===== src/hw/cpu_pkg.sv =====
package cpu_pkg;

   localparam int xlen          = 32;
   localparam int reg_count     = 32;
   localparam int mem_depth     = 256;
   localparam int mem_addr_bits = 8;

   // Top five bits of every instruction word
   typedef enum logic [4:0] {
      op_nop      = 5'd0,
      op_load_imm = 5'd1,
      op_load_mem = 5'd2,
      op_store    = 5'd3,
      op_alu      = 5'd4,
      op_jump     = 5'd5
   } opcode_e;

   typedef enum logic [4:0] {
      alu_add = 5'd0,
      alu_sub = 5'd1,
      alu_and = 5'd2,
      alu_or  = 5'd3,
      alu_xor = 5'd4,
      alu_shl = 5'd5
   } alu_op_e;

   typedef struct packed {
      opcode_e     opcode;
      logic [4:0]  rd;
      logic [21:0] imm;
   } imm_fmt_t;

   typedef struct packed {
      opcode_e    opcode;
      logic [4:0] ra;
      logic [4:0] rb;
      logic [4:0] rd;
      logic [6:0] unused;
      alu_op_e    alu_op;
   } reg_fmt_t;

   typedef union packed {
      imm_fmt_t imm_fmt;
      reg_fmt_t reg_fmt;
   } instr_u;

   typedef struct packed {
      instr_u          instr;
      logic [xlen-1:0] operand_a;
      logic [xlen-1:0] operand_b;
      logic [xlen-1:0] result;
   } pipe_stage_t;

   typedef struct packed {
      logic                     valid;
      logic [mem_addr_bits-1:0] addr;
      logic [xlen-1:0]          data;
   } store_port_t;

   function automatic logic writes_reg(instr_u instr);
      return instr.reg_fmt.opcode inside {op_load_imm, op_load_mem, op_alu};
   endfunction

   // Load immediate keeps its destination where the other formats hold ra
   function automatic logic [4:0] dest_reg(instr_u instr);
      return (instr.imm_fmt.opcode == op_load_imm) ? instr.imm_fmt.rd : instr.reg_fmt.rd;
   endfunction

   function automatic logic reads_reg_a(instr_u instr);
      return instr.reg_fmt.opcode inside {op_load_mem, op_store, op_alu, op_jump};
   endfunction

   function automatic logic reads_reg_b(instr_u instr);
      return instr.reg_fmt.opcode inside {op_store, op_alu, op_jump};
   endfunction

endpackage


===== src/hw/hazard_control.sv =====
`timescale 1ns/1ps

module hazard_control (
   input  cpu_pkg::instr_u issue_instr,
   input  cpu_pkg::instr_u decode_instr,
   input  cpu_pkg::instr_u execute_instr,
   input  cpu_pkg::instr_u wb_instr,
   input  logic [31:0]     jump_condition,
   input  logic [31:0]     jump_target,
   input  logic [31:0]     pc,
   output logic            stall,
   output logic            squash_issue,
   output logic            pc_en,
   output logic [31:0]     pc_next
);
   import cpu_pkg::*;

   logic            hit_decode;
   logic            hit_execute;
   logic            hit_wb;
   logic            issue_is_jump;
   logic            decode_is_jump;
   logic            jump_taken;
   logic [xlen-1:0] pc_increment;

   // True when consumer reads a register that producer will write
   function automatic logic depends_on(instr_u consumer, instr_u producer);
      logic hit_a;
      logic hit_b;
      hit_a = reads_reg_a(consumer) && (consumer.reg_fmt.ra == dest_reg(producer));
      hit_b = reads_reg_b(consumer) && (consumer.reg_fmt.rb == dest_reg(producer));
      return writes_reg(producer) && (hit_a || hit_b);
   endfunction

   assign hit_decode  = depends_on(issue_instr, decode_instr);
   assign hit_execute = depends_on(issue_instr, execute_instr);
   assign hit_wb      = depends_on(issue_instr, wb_instr);
   assign stall       = hit_decode || hit_execute || hit_wb;

   assign issue_is_jump  = issue_instr.reg_fmt.opcode == op_jump;
   assign decode_is_jump = decode_instr.reg_fmt.opcode == op_jump;
   assign jump_taken     = decode_is_jump && (jump_condition != '0);

   // Issue is flushed while a jump is entering or sitting in decode
   assign squash_issue = (issue_is_jump && !stall) || decode_is_jump;

   assign pc_increment = pc + 32'd1;

   always_comb begin
      pc_en   = 1'b0;
      pc_next = pc_increment;
      if (decode_is_jump) begin
         pc_en   = jump_taken;
         pc_next = {{(xlen-mem_addr_bits){1'b0}}, jump_target[mem_addr_bits-1:0]};
      end else if (!stall && !issue_is_jump) begin
         pc_en = 1'b1;
      end
   end

endmodule


===== config.mk =====
export PLATFORM = sky130hd
export DESIGN_NAME = hazard_control
export DESIGN_NICKNAME = d
export VERILOG_FILES = /design/src/hw/cpu_pkg.sv /design/src/hw/hazard_control.sv
export SDC_FILE = /design/constraint.sdc
export NUM_CORES = 1
export LEC_CHECK = 0
export ABC_AREA = 1
export BUFFER_PORTS_ARGS = -buffer_cell sky130_fd_sc_hd__buf_2
export CORE_AREA = 2 2 101 103
export DETAILED_ROUTE_END_ITERATION = 10
export DIE_AREA = 0 0 103 105
export GPL_ROUTABILITY_DRIVEN = 0
export PLACE_DENSITY = 0.71
export SLEW_MARGIN = 40
export SYNTH_ARGS = -nofsm -noshare
export SYNTH_HDL_FRONTEND = slang
export SYNTH_SLANG_ARGS = --single-unit

===== constraint.sdc =====
create_clock -name vclk -period 1.45
set_input_delay 0.0725 -clock vclk [all_inputs]
set_output_delay 0.0725 -clock vclk [all_outputs]
set_load 0.05 [all_outputs]

# After elaboration in Yosys (flattened, before gate mapping)
# Index checks and enable logic that the tools add are counted.
# Widths: inputs -> output; s select.
totals:
  reg_bits: 0
  word_cells: 53
  inputBits: 224
  output_inout_bits: 35
classes:
  muxes: 6
  eq_ne: 20
  addsub: 1
  reduce_logical: 26
ops:
  columns: ["cell", "n"]
  rows:
  - ["$add 32x1->32 const B", 1]
  - ["$mux 32", 1]
  - ["$reduce_bool 32->1", 1]
  - ["$eq 5x3->1 const B", 6]
  - ["$eq 5x5->1", 6]
  - ["$eq 5x2->1 const B", 5]
  - ["$eq 5x1->1 const B", 3]
  - ["$mux 5", 3]
  - ["$logic_and 1x1->1", 12]
  - ["$reduce_bool 3->1", 4]
  - ["$logic_or 1x1->1", 6]
  - ["$reduce_bool 4->1", 1]
  - ["$logic_not 1->1", 2]
  - ["$mux 1", 2]

# Depth between registers and ports, before layout
# Gate-level depths: netlist (run 1).
depth:
  ltp_word: 12
  ltp_mapped: 13

# Worst setup path after synthesis (run 1)
# Ideal clock, no wire load.
synth_timing:
  kind: "input -> output"
  startpoint: "in pc[0]"
  endpoint: "out pc_next[18]"
  path_stages: 8
  n_path_buf: 0
  slack_ns: -0.764
  required_time_ns: 1.378
  t_arrival_ns: 2.142
  cell_sequence: "ha_1 > nand3_2 > nor2_4 > and3b_2 > nand4_4 > nor2_4 > nor2_1 > a211oi_1"
synth_via:
  elab_chain_cells: 2
synth_lines:
  columns: ["item", "line", "rtl"]
  rows:
  - ["start: declaration", "hazard_control.sv:10", "input logic [31:0] pc,"]
  - ["$add 32x1->32", "hazard_control.sv:47", "assign pc_increment = pc + 32'd1;"]
  - ["$mux 32", "hazard_control.sv:52", "if (decode_is_jump) begin"]
  - ["end: declaration", "hazard_control.sv:14", "output logic [31:0] pc_next"]
# Every way passes these cells.

# Worst setup path after layout (run 1)
layout_timing:
  startpoint: "in wb_instr[30] (netlist name)"
  endpoint: "out stall"
layout_via:
  elab_chain_cells: 7
  word_cells_on_any_way: 12
  cone_classes: "eq/ne (5); mux (1); reduce/logical (6)"
layout_lines:
  columns: ["item", "line", "rtl"]
  rows:
  - ["start: declaration", "hazard_control.sv:7", "input cpu_pkg::instr_u wb_instr,"]
  - ["$eq 5x1->1", "cpu_pkg.sv:61, cpu_pkg.sv:66", null]
  - ["$mux 5", "cpu_pkg.sv:66", "return (instr.imm_fmt.opcode == op_load_imm) ? instr.imm_fmt.rd : instr.reg_fmt.rd;"]
  - ["$eq 5x5->1, on equally long branches", "hazard_control.sv:30, hazard_control.sv:31", null]
  - ["$logic_and 1x1->1, on equally long branches", "hazard_control.sv:30, hazard_control.sv:31", null]
  - ["$logic_or 1x1->1", "hazard_control.sv:32", "return writes_reg(producer) && (hit_a || hit_b);"]
  - ["$logic_and 1x1->1 (*)", "hazard_control.sv:32", null]
  - ["$logic_or 1x1->1 (*)", "hazard_control.sv:38", "assign stall = hit_decode || hit_execute || hit_wb;"]
  - ["end: declaration", "hazard_control.sv:11", "output logic stall,"]
# Every way passes the cells marked *; elsewhere a longest branch is shown, timed or not.

==> results of run 1 <==
[worst max-delay path by stage]
stage	startpoint	endpoint	slack, ps
after floorplan	decode_instr[27]	pc_next[23]	-210
after global placement	decode_instr[30]	squash_issue	-350
after detailed placement	wb_instr[29]	squash_issue	-360
after CTS	decode_instr[29]	squash_issue	-240
after global routing	decode_instr[27]	stall	-390
final	wb_instr[30]	stall	-250
[cells by family (layout without fill, tap and decap cells)]
logic type | Yosys count | after routing
xor+xnor | 9 | 9
fa+ha+maj | 1 | 1
simple gates | 325 | 326
compound gates | 46 | 46
buf+inv | 85 | 341
[through the flow]
stage	utilization, %	std cells	hold slack, ps
floorplan	-	466	290
finish	50.7	856	533
global placement	43.5	840	531
CTS	48.3	848	537
global route	50.7	856	546
detailed placement	43.5	840	533
[tightest hold or removal path: cells and delay by family]
family	cells	cell delay [ps]
compound gates	1	70
buf+inv	2	230
simple gates	1	80
[final cells by class]
class              count  area (um^2)  share of cell area (%)
multi-input cells    382         2510                    51.4
well taps            133          166                    3.40
repair buffers       264         1900                    38.9
inverters             77          305                    6.24
[power breakdown]
part	total, W	internal (W)	switching (W)
clock network	0	0	0
logic	0.00129	0.000536	0.000756
registers	0	0	0
total	0.00129	0.000536	0.000756
[cell usage after synthesis, drive strengths merged]
library cell and instances:
a211oi 1, a21oi 22, a221oi 1, a31oi 3, and3 1, and3b 1, buf 5, clkbuf 3
clkinv 4, ha 1, inv 73, nand2 118, nand3 72, nand4 37, nor2 65, nor3 18
nor3b 1, nor4 12, o21ai 15, o31ai 2, o41ai 2, xnor2 3, xor2 6
[what timing repair did]
item / 4_1_cts / 5_1_grt
endpoints found under the setup margin: 26 / 34
pin swaps: 32 / 25
resized for setup: 107 / 41
gates cloned: 1 / 0
setup buffers: 7 / 8
[layer usage]
metal  wire length, um  global-route usage [%]
met1              4700                    23.3
met5                 0                       0
met3               762                    2.61
met4               324                    5.55
met2              6340                    37.2
==> summary.md, run 1 <==
| Metric | Value |
|---|---|
| Outcome | finished, violations left |
| Failing checks | setup timing |
| Fill cells | 959 |
| Synth top area cells | nand2_1 19%, nand3_1 14%, inv_1 11%, nand4_1 9.9%, nor2_1 8.7% |
| Post-DP HPWL | 9.23 mm |
| DP Worst Slack | -357 ps |
| CP Buf/Inv Count | 4 |
| CP Launch Type | input port |
| Area fraction of the dominant cell type after synthesis | 19.0% |
| Routed WL per cell | 14.2 um |
| Syn Std Cell Area | 2270 um^2 |
| Starting Density | 23.6% |
| XOR/XNOR Fraction of Synth Area | 3.47% |
| Num rows | 36 |
| IO Port Bufs | 167 |
| Diode count | 0 |
| Die H | 105 um |
| DR pass1 iterations | 4 |
| ANT nets after route | 0 |
| Seq/Total Area, Yosys | 0% |
| Setup tns final | -3230 ps |
| Family with the most delay on the worst path | simple AND/OR/NAND/NOR gates |
| Fin worst setup slack | -249 ps |
| Synth-to-Final Area Change | 115% |
| Worst Path Required | 1380 ps |
| Vias in the first global route | 4108 |
| Static Leak | 2.56 nW |
| Worst-margin pin slew | 344 ps |
| Final nets | 950 |
| Post-Synthesis Cells | 466 |
| RSZ-0062 raised after global routing | yes |
| Die area | 10800 um^2 |
| Largest family of logic cells by synthesized area | simple AND/OR/NAND/NOR gates |
| Worst Setup Path Type | in -> out |
| Initial antenna violation count | 0 |
| Area after DPL | 4200 um^2 |
| Via count | 4166 |
| Die Width | 103 um |
| Crit path cell chain | buf_2, nor2_4, buf_12, nand4_1, nand3_1, nand2_1, nor2_1, nand3_1, nand2_1, nand2_2, nand3_4, buf_4, buf_12 |
| CP endpoint kind | output pin |
| Via density | 4.87 |
| Number of max-cap violations | 0 |
| Slowest cell on the critical path | nand4_1 |
| Initial DRC Count | 185 |
| Synthesized Nets | 691 |
| Core area | 9640 um^2 |
| Commonest non-fill, non-tap cell in the layout | buf_2 |
| Tmin final | 1700 ps |
| Count of cell types in the netlist | 33 |
| Synth Area in Compound Gates | 11.1% |
| Total power | 0.00129 W |
| Gr usage total | 20.0% |
| Ports | 259 |
| Seq_cells | 0 |
| F_max | 0.589 GHz |
| Most frequent cells in the layout | 132 x buf_2, 99 x nand2_1, 83 x buf_4, 68 x inv_1, 60 x nand3_1 |
| Syn_area_per_cell | 4.88 um^2 |
| Power Dens Cells | 264 nW/um^2 |
| Endpoints failing setup | 22 |
| Cts hold-fix bufs | 0 |
| Slowest stage delay, CP | 180 ps |
| Number of hold violations in the final report | 0 |
| Fin area | 4890 um^2 |
| Max-slew violations | 0 |
| Synth Area in Adders | 0.550% |
| Beginning of the worst hold path | jump_target[7] |
| Storage cell area | 0 um^2 |
| Slew HR | 76.8% |
| WL final | 12.1 mm |
| Mux share of post-synthesis cell area | 0% |
| DRC Markers | 0 |
| Largest net degree at the start of global routing | 27 |
| Gr ovfl total | 0 |
| Worst Hold End | pc_next[7] |
| Yosys warning count | 0 |
| Tcrit/Tclk final | 117% |
| CP arrival | 1630 ps |
| Peak supply drop | 0.242 mV |
| Max FO, Critical Path | 8 |
| Area leader, netlist | nand2_1 |
| CLK BUF | 0 |
| Share of layout cells above drive strength 1 | 52.6% |
| Simple-gate portion of the synthesized area | 70.5% |
| First-pass GRT wire length | 17.8 mm |
| Cell count along the critical path | 13 |
| Hold Path Depth | 4 |
| Worst Hold Class | in -> out |
(Power assumes the default switching activity.)
==> run 2, diff against run 1 <==
--- a/config.mk
+++ b/config.mk
@@ -12,6 +12,7 @@
 export DIE_AREA = 0 0 103 105
 export GPL_ROUTABILITY_DRIVEN = 0
 export PLACE_DENSITY = 0.71
+export RECOVER_POWER = 50
 export SLEW_MARGIN = 40
 export SYNTH_ARGS = -nofsm -noshare
 export SYNTH_HDL_FRONTEND = slang
==> run 2 against run 1 <==
Compared with the run above:
- the flow still finishes with violations (setup timing)
- first-iteration DRC count decreased by 1.6%
- via count increased by 0.17%
- final cell count unchanged
- die area unchanged
- worst setup slack got worse by 12 ps
- clock-buffer cell count unchanged
- critical path depth decreased by 1
- power decreased by 0.15%
- maximum frequency decreased by 0.73%
- flip-flop and latch count unchanged
- non-clock buffer count unchanged
- sequential share of layout area unchanged
- critical endpoint is now pc_next[23]
==> summary.md, run 2 (synthesis results as in run 1) <==
| Metric | Value |
|---|---|
| Outcome | finished, violations left |
| Failing checks | setup timing |
| Total power | 0.00129 W |
| Gr usage total | 20.0% |
| Die area | 10800 um^2 |
| Largest net degree at the start of global routing | 27 |
| Post-DP HPWL | 9.23 mm |
| CP Launch Type | input port |
| Initial antenna violation count | 0 |
| Share of layout cells above drive strength 1 | 52.4% |
| Worst Hold Class | in -> out |
| DP Worst Slack | -357 ps |
| Number of hold violations in the final report | 0 |
| Top Metal Used | met4 |
| Diode count | 0 |
| CLK BUF | 0 |
| Initial DRC Count | 182 |
| Most frequent cells in the layout | 131 x buf_2, 99 x nand2_1, 84 x buf_4, 69 x inv_1, 60 x nand3_1 |
| Max-slew violations | 0 |
| CP endpoint kind | output pin |
| Metal2 WL | 6.32 mm |
| Fin worst setup slack | -262 ps |
| Commonest non-fill, non-tap cell in the layout | buf_2 |
| WL final | 12.2 mm |
| Seq_cells | 0 |
| Num rows | 36 |
| Die Width | 103 um |
| Worst Setup Path Type | in -> out |
| Synth-to-Final Area Change | 114% |
| Worst-margin pin slew | 344 ps |
| Power Dens Cells | 265 nW/um^2 |
| IO Port Bufs | 167 |
| Routed WL per cell | 14.2 um |
| Core area | 9640 um^2 |
| Tmin final | 1710 ps |
| Starting Density | 23.6% |
| Tcrit/Tclk final | 118% |
| Setup tns final | -3270 ps |
| Static Leak | 2.56 nW |
| ANT nets after route | 0 |
| DRC Markers | 0 |
| Peak supply drop | 0.242 mV |
| Max FO, Critical Path | 3 |
| Met3 wire len | 847 um |
| Multi-input gate area | 2510 um^2 |
| Number of max-cap violations | 0 |
| CP arrival | 1640 ps |
| Ports | 259 |
| Worst Path Required | 1380 ps |
| RSZ-0062 raised after global routing | yes |
| First-pass GRT wire length | 17.8 mm |
| Gr ovfl total | 0 |
| Metal-1 WL | 4.68 mm |
| F_max | 0.584 GHz |
| Endpoints failing setup | 22 |
| DR pass1 iterations | 5 |
| Vias in the first global route | 4108 |
| Via density | 4.88 |
| Die H | 105 um |
| Final nets | 950 |
| Slew HR | 76.8% |
| Storage cell area | 0 um^2 |
| Fill cells | 959 |
| Via count | 4173 |
| Util after Layout | 50.6% |
## run 2: changes by cell type in the layout (fill, tap and decap cells not counted)
cell,change
clkbuf_2,+1
nand3_4,-1
buf_6,-1
inv_1,+1
buf_2,-1
clkinv_2,-1
buf_4,+1
nand3_2,+1
## run 2: timing repair
item	CTS	global route
hold endpoints to repair	0	0
hold buffers	0	0
buffers inserted	7	8
gates cloned	1	0
pin swaps	32	25
resized for setup	107	41
endpoints found under the setup margin	26	34
## run 2: final timing paths
kind	startpoint	endpoint	cells after the start
worst min-delay path	jump_target[3]	pc_next[3]	4
worst max-delay path	pc[0]	pc_next[23]	12
## run 2: per-layer routing
layer | vias to the layer above | global-route usage (%)
li1 | 2088 | -
met5 | - | 0
met3 | 29 | 2.61
met2 | 184 | 37.2
met4 | 0 | 5.55
met1 | 1872 | 23.3
## run 2: stage by stage
step | area (um^2) | hold slack (ps) | std cells
final | 4880 | 540 | 856
after global routing | 4880 | 564 | 856
after CTS | 4650 | 537 | 848
after detailed placement | 4200 | 533 | 840
after global placement | 4200 | 531 | 840
after floorplan | 2560 | 290 | 466
## run 2: worst max-delay path, cell delays in order
cell     delay [ps]
buf_8            90
nand3_4          90
nor2_4          160
nand3_2          90
nor2_2          130
nand2_1         100
nor2_2           80
nand4_1         150
nor2_2          240
nor2_1           80
nor3_2          160
buf_6           190
## run 2: cell type report
class / instances / area share [%]
multi-input combinational: 382 / 51.4
timing repair buffer: 264 / 38.9
tap: 133 / 3.41
inverter: 77 / 6.23
## run 2: where the power goes
part | internal, W | switching [W] | total [W]
Combinational | 0.000535 | 0.000755 | 0.00129
Clock | 0 | 0 | 0
Sequential | 0 | 0 | 0
Total | 0.000535 | 0.000755 | 0.00129
==> run 3, diff against run 2 <==
--- a/config.mk
+++ b/config.mk
@@ -5,13 +5,12 @@
 export SDC_FILE = /design/constraint.sdc
 export NUM_CORES = 1
 export LEC_CHECK = 0
-export ABC_AREA = 1
 export BUFFER_PORTS_ARGS = -buffer_cell sky130_fd_sc_hd__buf_2
 export CORE_AREA = 2 2 101 103
 export DETAILED_ROUTE_END_ITERATION = 10
 export DIE_AREA = 0 0 103 105
 export GPL_ROUTABILITY_DRIVEN = 0
-export PLACE_DENSITY = 0.71
+export PLACE_DENSITY = 0.68
 export RECOVER_POWER = 50
 export SLEW_MARGIN = 40
 export SYNTH_ARGS = -nofsm -noshare
==> run 3 against run 2 <==
Compared with the run above:
- the flow still finishes with violations (setup timing)
- utilization rose by 0.18 points
- maximum frequency fell by 20%
- worst setup slack got worse by 430 ps
- synthesized area fell by 14%
- critical path depth fell by 3
- non-clock buffer count rose by 19
- critical path type unchanged
- critical endpoint is now pc_en
==> summary.md, run 3 <==
| Metric | Value |
|---|---|
| Outcome | finished, violations left |
| Failing checks | setup timing |
| Final nets | 809 |
| RSZ-0062 raised after global routing | yes |
| Synth-to-Final Area Change | 150% |
| Gr usage total | 19.2% |
| Slowest cell on the critical path | or4b_4 |
| Final hold slack | 488 ps |
| Worst Path Required | 1380 ps |
| Post-Synthesis Cells | 310 |
| Via count | 3711 |
| Largest net degree at the start of global routing | 10 |
| Commonest non-fill, non-tap cell in the layout | buf_2 |
| Max FO, Critical Path | 5 |
| Routing usage on met1 | 21.2% |
| Tcrit/Tclk final | 148% |
| Die Width | 103 um |
| DR pass1 iterations | 4 |
| Most frequent cells after synthesis | 39 x nor2_1, 32 x nand3_1, 25 x xor2_1 |
| CP arrival | 2070 ps |
| Seq_cells | 0 |
| Met2 GRT Util | 36.9% |
| CP endpoint kind | output pin |
| Cell mode on critical path | buf_6 |
| ANT nets after route | 0 |
| Seq/Total Area, Yosys | 0% |
| P_int | 0.000645 W |
| WL final | 12.5 mm |
| Die H | 105 um |
| Slew HR | 74.0% |
| Peak supply drop | 0.172 mV |
| Most frequent cells in the layout | 120 x buf_2, 97 x buf_4, 39 x buf_6, 26 x nand3_1, 24 x nor2_4 |
| Synth top area cells | xor2_1 11%, nand3_1 8.2%, xnor2_1 8.1%, nor2_1 7.5%, o21ai_0 5.4% |
| Fill cells | 837 |
| Sw Share | 52.9% |
| Num rows | 36 |
| F_max | 0.467 GHz |
| Total power | 0.00137 W |
| Endpoints failing setup | 35 |
| Die area | 10800 um^2 |
| Syn_area_per_cell | 6.30 um^2 |
| Initial DRC Count | 197 |
| Number of max-cap violations | 0 |
| Fin worst setup slack | -692 ps |
| Worst Setup Path Type | in -> out |
| Initial antenna violation count | 2 |
| Syn Std Cell Area | 1950 um^2 |
| Area leader, netlist | xor2_1 |
| Reg power frac | 0% |
| DRC Markers | 0 |
| Storage cell area | 0 um^2 |
| Slowest stage delay, CP | 580 ps |
| Share of layout cells above drive strength 1 | 64.9% |
| Synthesized Nets | 535 |
| IO Port Bufs | 167 |
| Post-DP HPWL | 8.58 mm |
| Comb power frac | 100.0% |
| Max-slew violations | 0 |
| Tmin final | 2140 ps |
| First-pass GRT wire length | 16.8 mm |
| Yosys warning count | 0 |
| Switching pwr | 0.000726 W |
| Worst Hold Class | in -> out |
| Starting Density | 20.3% |
| Gr ovfl total | 0 |
| Core area | 9640 um^2 |
| Routed WL per cell | 17.4 um |
| Static Leak | 2.20 nW |
| Most instantiated library cell after synthesis | nor2_1 |
| Crit path cell chain | buf_6, or4b_4, nor2_4, mux2i_2, xnor2_1, o31a_2, nand4_4, o31ai_4, buf_6 |
| Count of cell types in the netlist | 58 |
| Multi-input gate area | 2420 um^2 |
| Ports | 259 |
| Number of hold violations in the final report | 0 |
| Power Dens Cells | 280 nW/um^2 |
| Area fraction of the dominant cell type after synthesis | 11.2% |
| CP Launch Type | input port |
| Clock share of power | 0% |
| CP endpoint | pc_en |
| CLK BUF | 0 |
| Setup tns final | -12330 ps |
| Worst-margin pin slew | 386 ps |
| Vias in the first global route | 3563 |
| Busiest grt layer | met2 |
| Met3 Use GR | 2.41% |
| CP startpoint | decode_instr[28] |
| Via density | 5.18 |
run 3: cell count changes after synthesis, moves of 12 or more:
cell and change:
nand2_1 -97, nand3_1 -33, a21oi_1 -12, inv_1 -46, nor2_1 -14, xor2_1 +19
xnor2_1 +15, nand4_1 -27
run 3: cell families after synthesis:
group	count (synthesis)	share of synthesized area, %
AO/OA/AOI/OAI	70	24.8
XOR/XNOR	43	19.3
adder cells (fa/ha/maj)	1	0.640
buffers and inverters	34	7.17
multiplexers	8	4.29
AND/OR/NAND/NOR	154	43.8
run 3: metrics by stage:
| step | worst slack (ps) | instance area [um^2] | util [%] | cells |
|---|---|---|---|---|
| floorplan | -855 | 2240 | - | 310 |
| global placement | -783 | 3920 | 40.6 | 696 |
| detailed placement | -826 | 3920 | 40.6 | 696 |
| CTS | -685 | 4550 | 47.2 | 708 |
| global route | -760 | 4890 | 50.8 | 717 |
| finish | -692 | 4890 | 50.8 | 717 |
run 3: routing by layer:
layer	routed length [um]	share of wire, %
met5	0	0
met3	1050	8.4
met4	504	4.0
met1	4540	36
met2	6380	51
run 3: final cells by class:
type	count	share of cell area, %
Antenna cell	2	0.102
Inverter	23	1.81
Multi-Input combinational cell	276	49.5
Timing Repair Buffer	283	45.2
Tap cell	133	3.40
run 3: what timing repair did:
action / 4_1_cts / 5_1_grt
setup endpoints to repair: 35 / 35
buffers inserted: 10 / 13
pin swaps: 27 / 32
hold buffers: 0 / 0
gates cloned: 3 / 1
resized for setup: 132 / 75
run 3: worst min path at each step:
stage	startpoint	to	slack, ps	cells past startpoint
after floorplan	pc[0]	pc_next[0]	250	1
after global placement	jump_target[0]	pc_next[0]	580	4
after detailed placement	jump_target[5]	pc_next[5]	590	4
after CTS	jump_target[1]	pc_next[1]	500	3
after global routing	jump_target[5]	pc_next[5]	510	4
final	jump_target[5]	pc_next[5]	490	4
run 3: critical path, delay by kind of cell:
family	cells	cell delay, ps
multiplexers	1	270
AND/OR/NAND/NOR	3	900
AO/OA/AOI/OAI	2	390
XOR/XNOR	1	150
buffers and inverters	2	280
run 3: power groups by stage:
stage	Combinational (W)	Sequential (W)	Clock [W]
floorplan	0.000556	0	0
global placement	0.00107	0	0
detailed placement	0.00109	0	0
CTS	0.00124	0	0
global route	0.00144	0	0.000000000184
finish	0.00137	0	0.000000000185
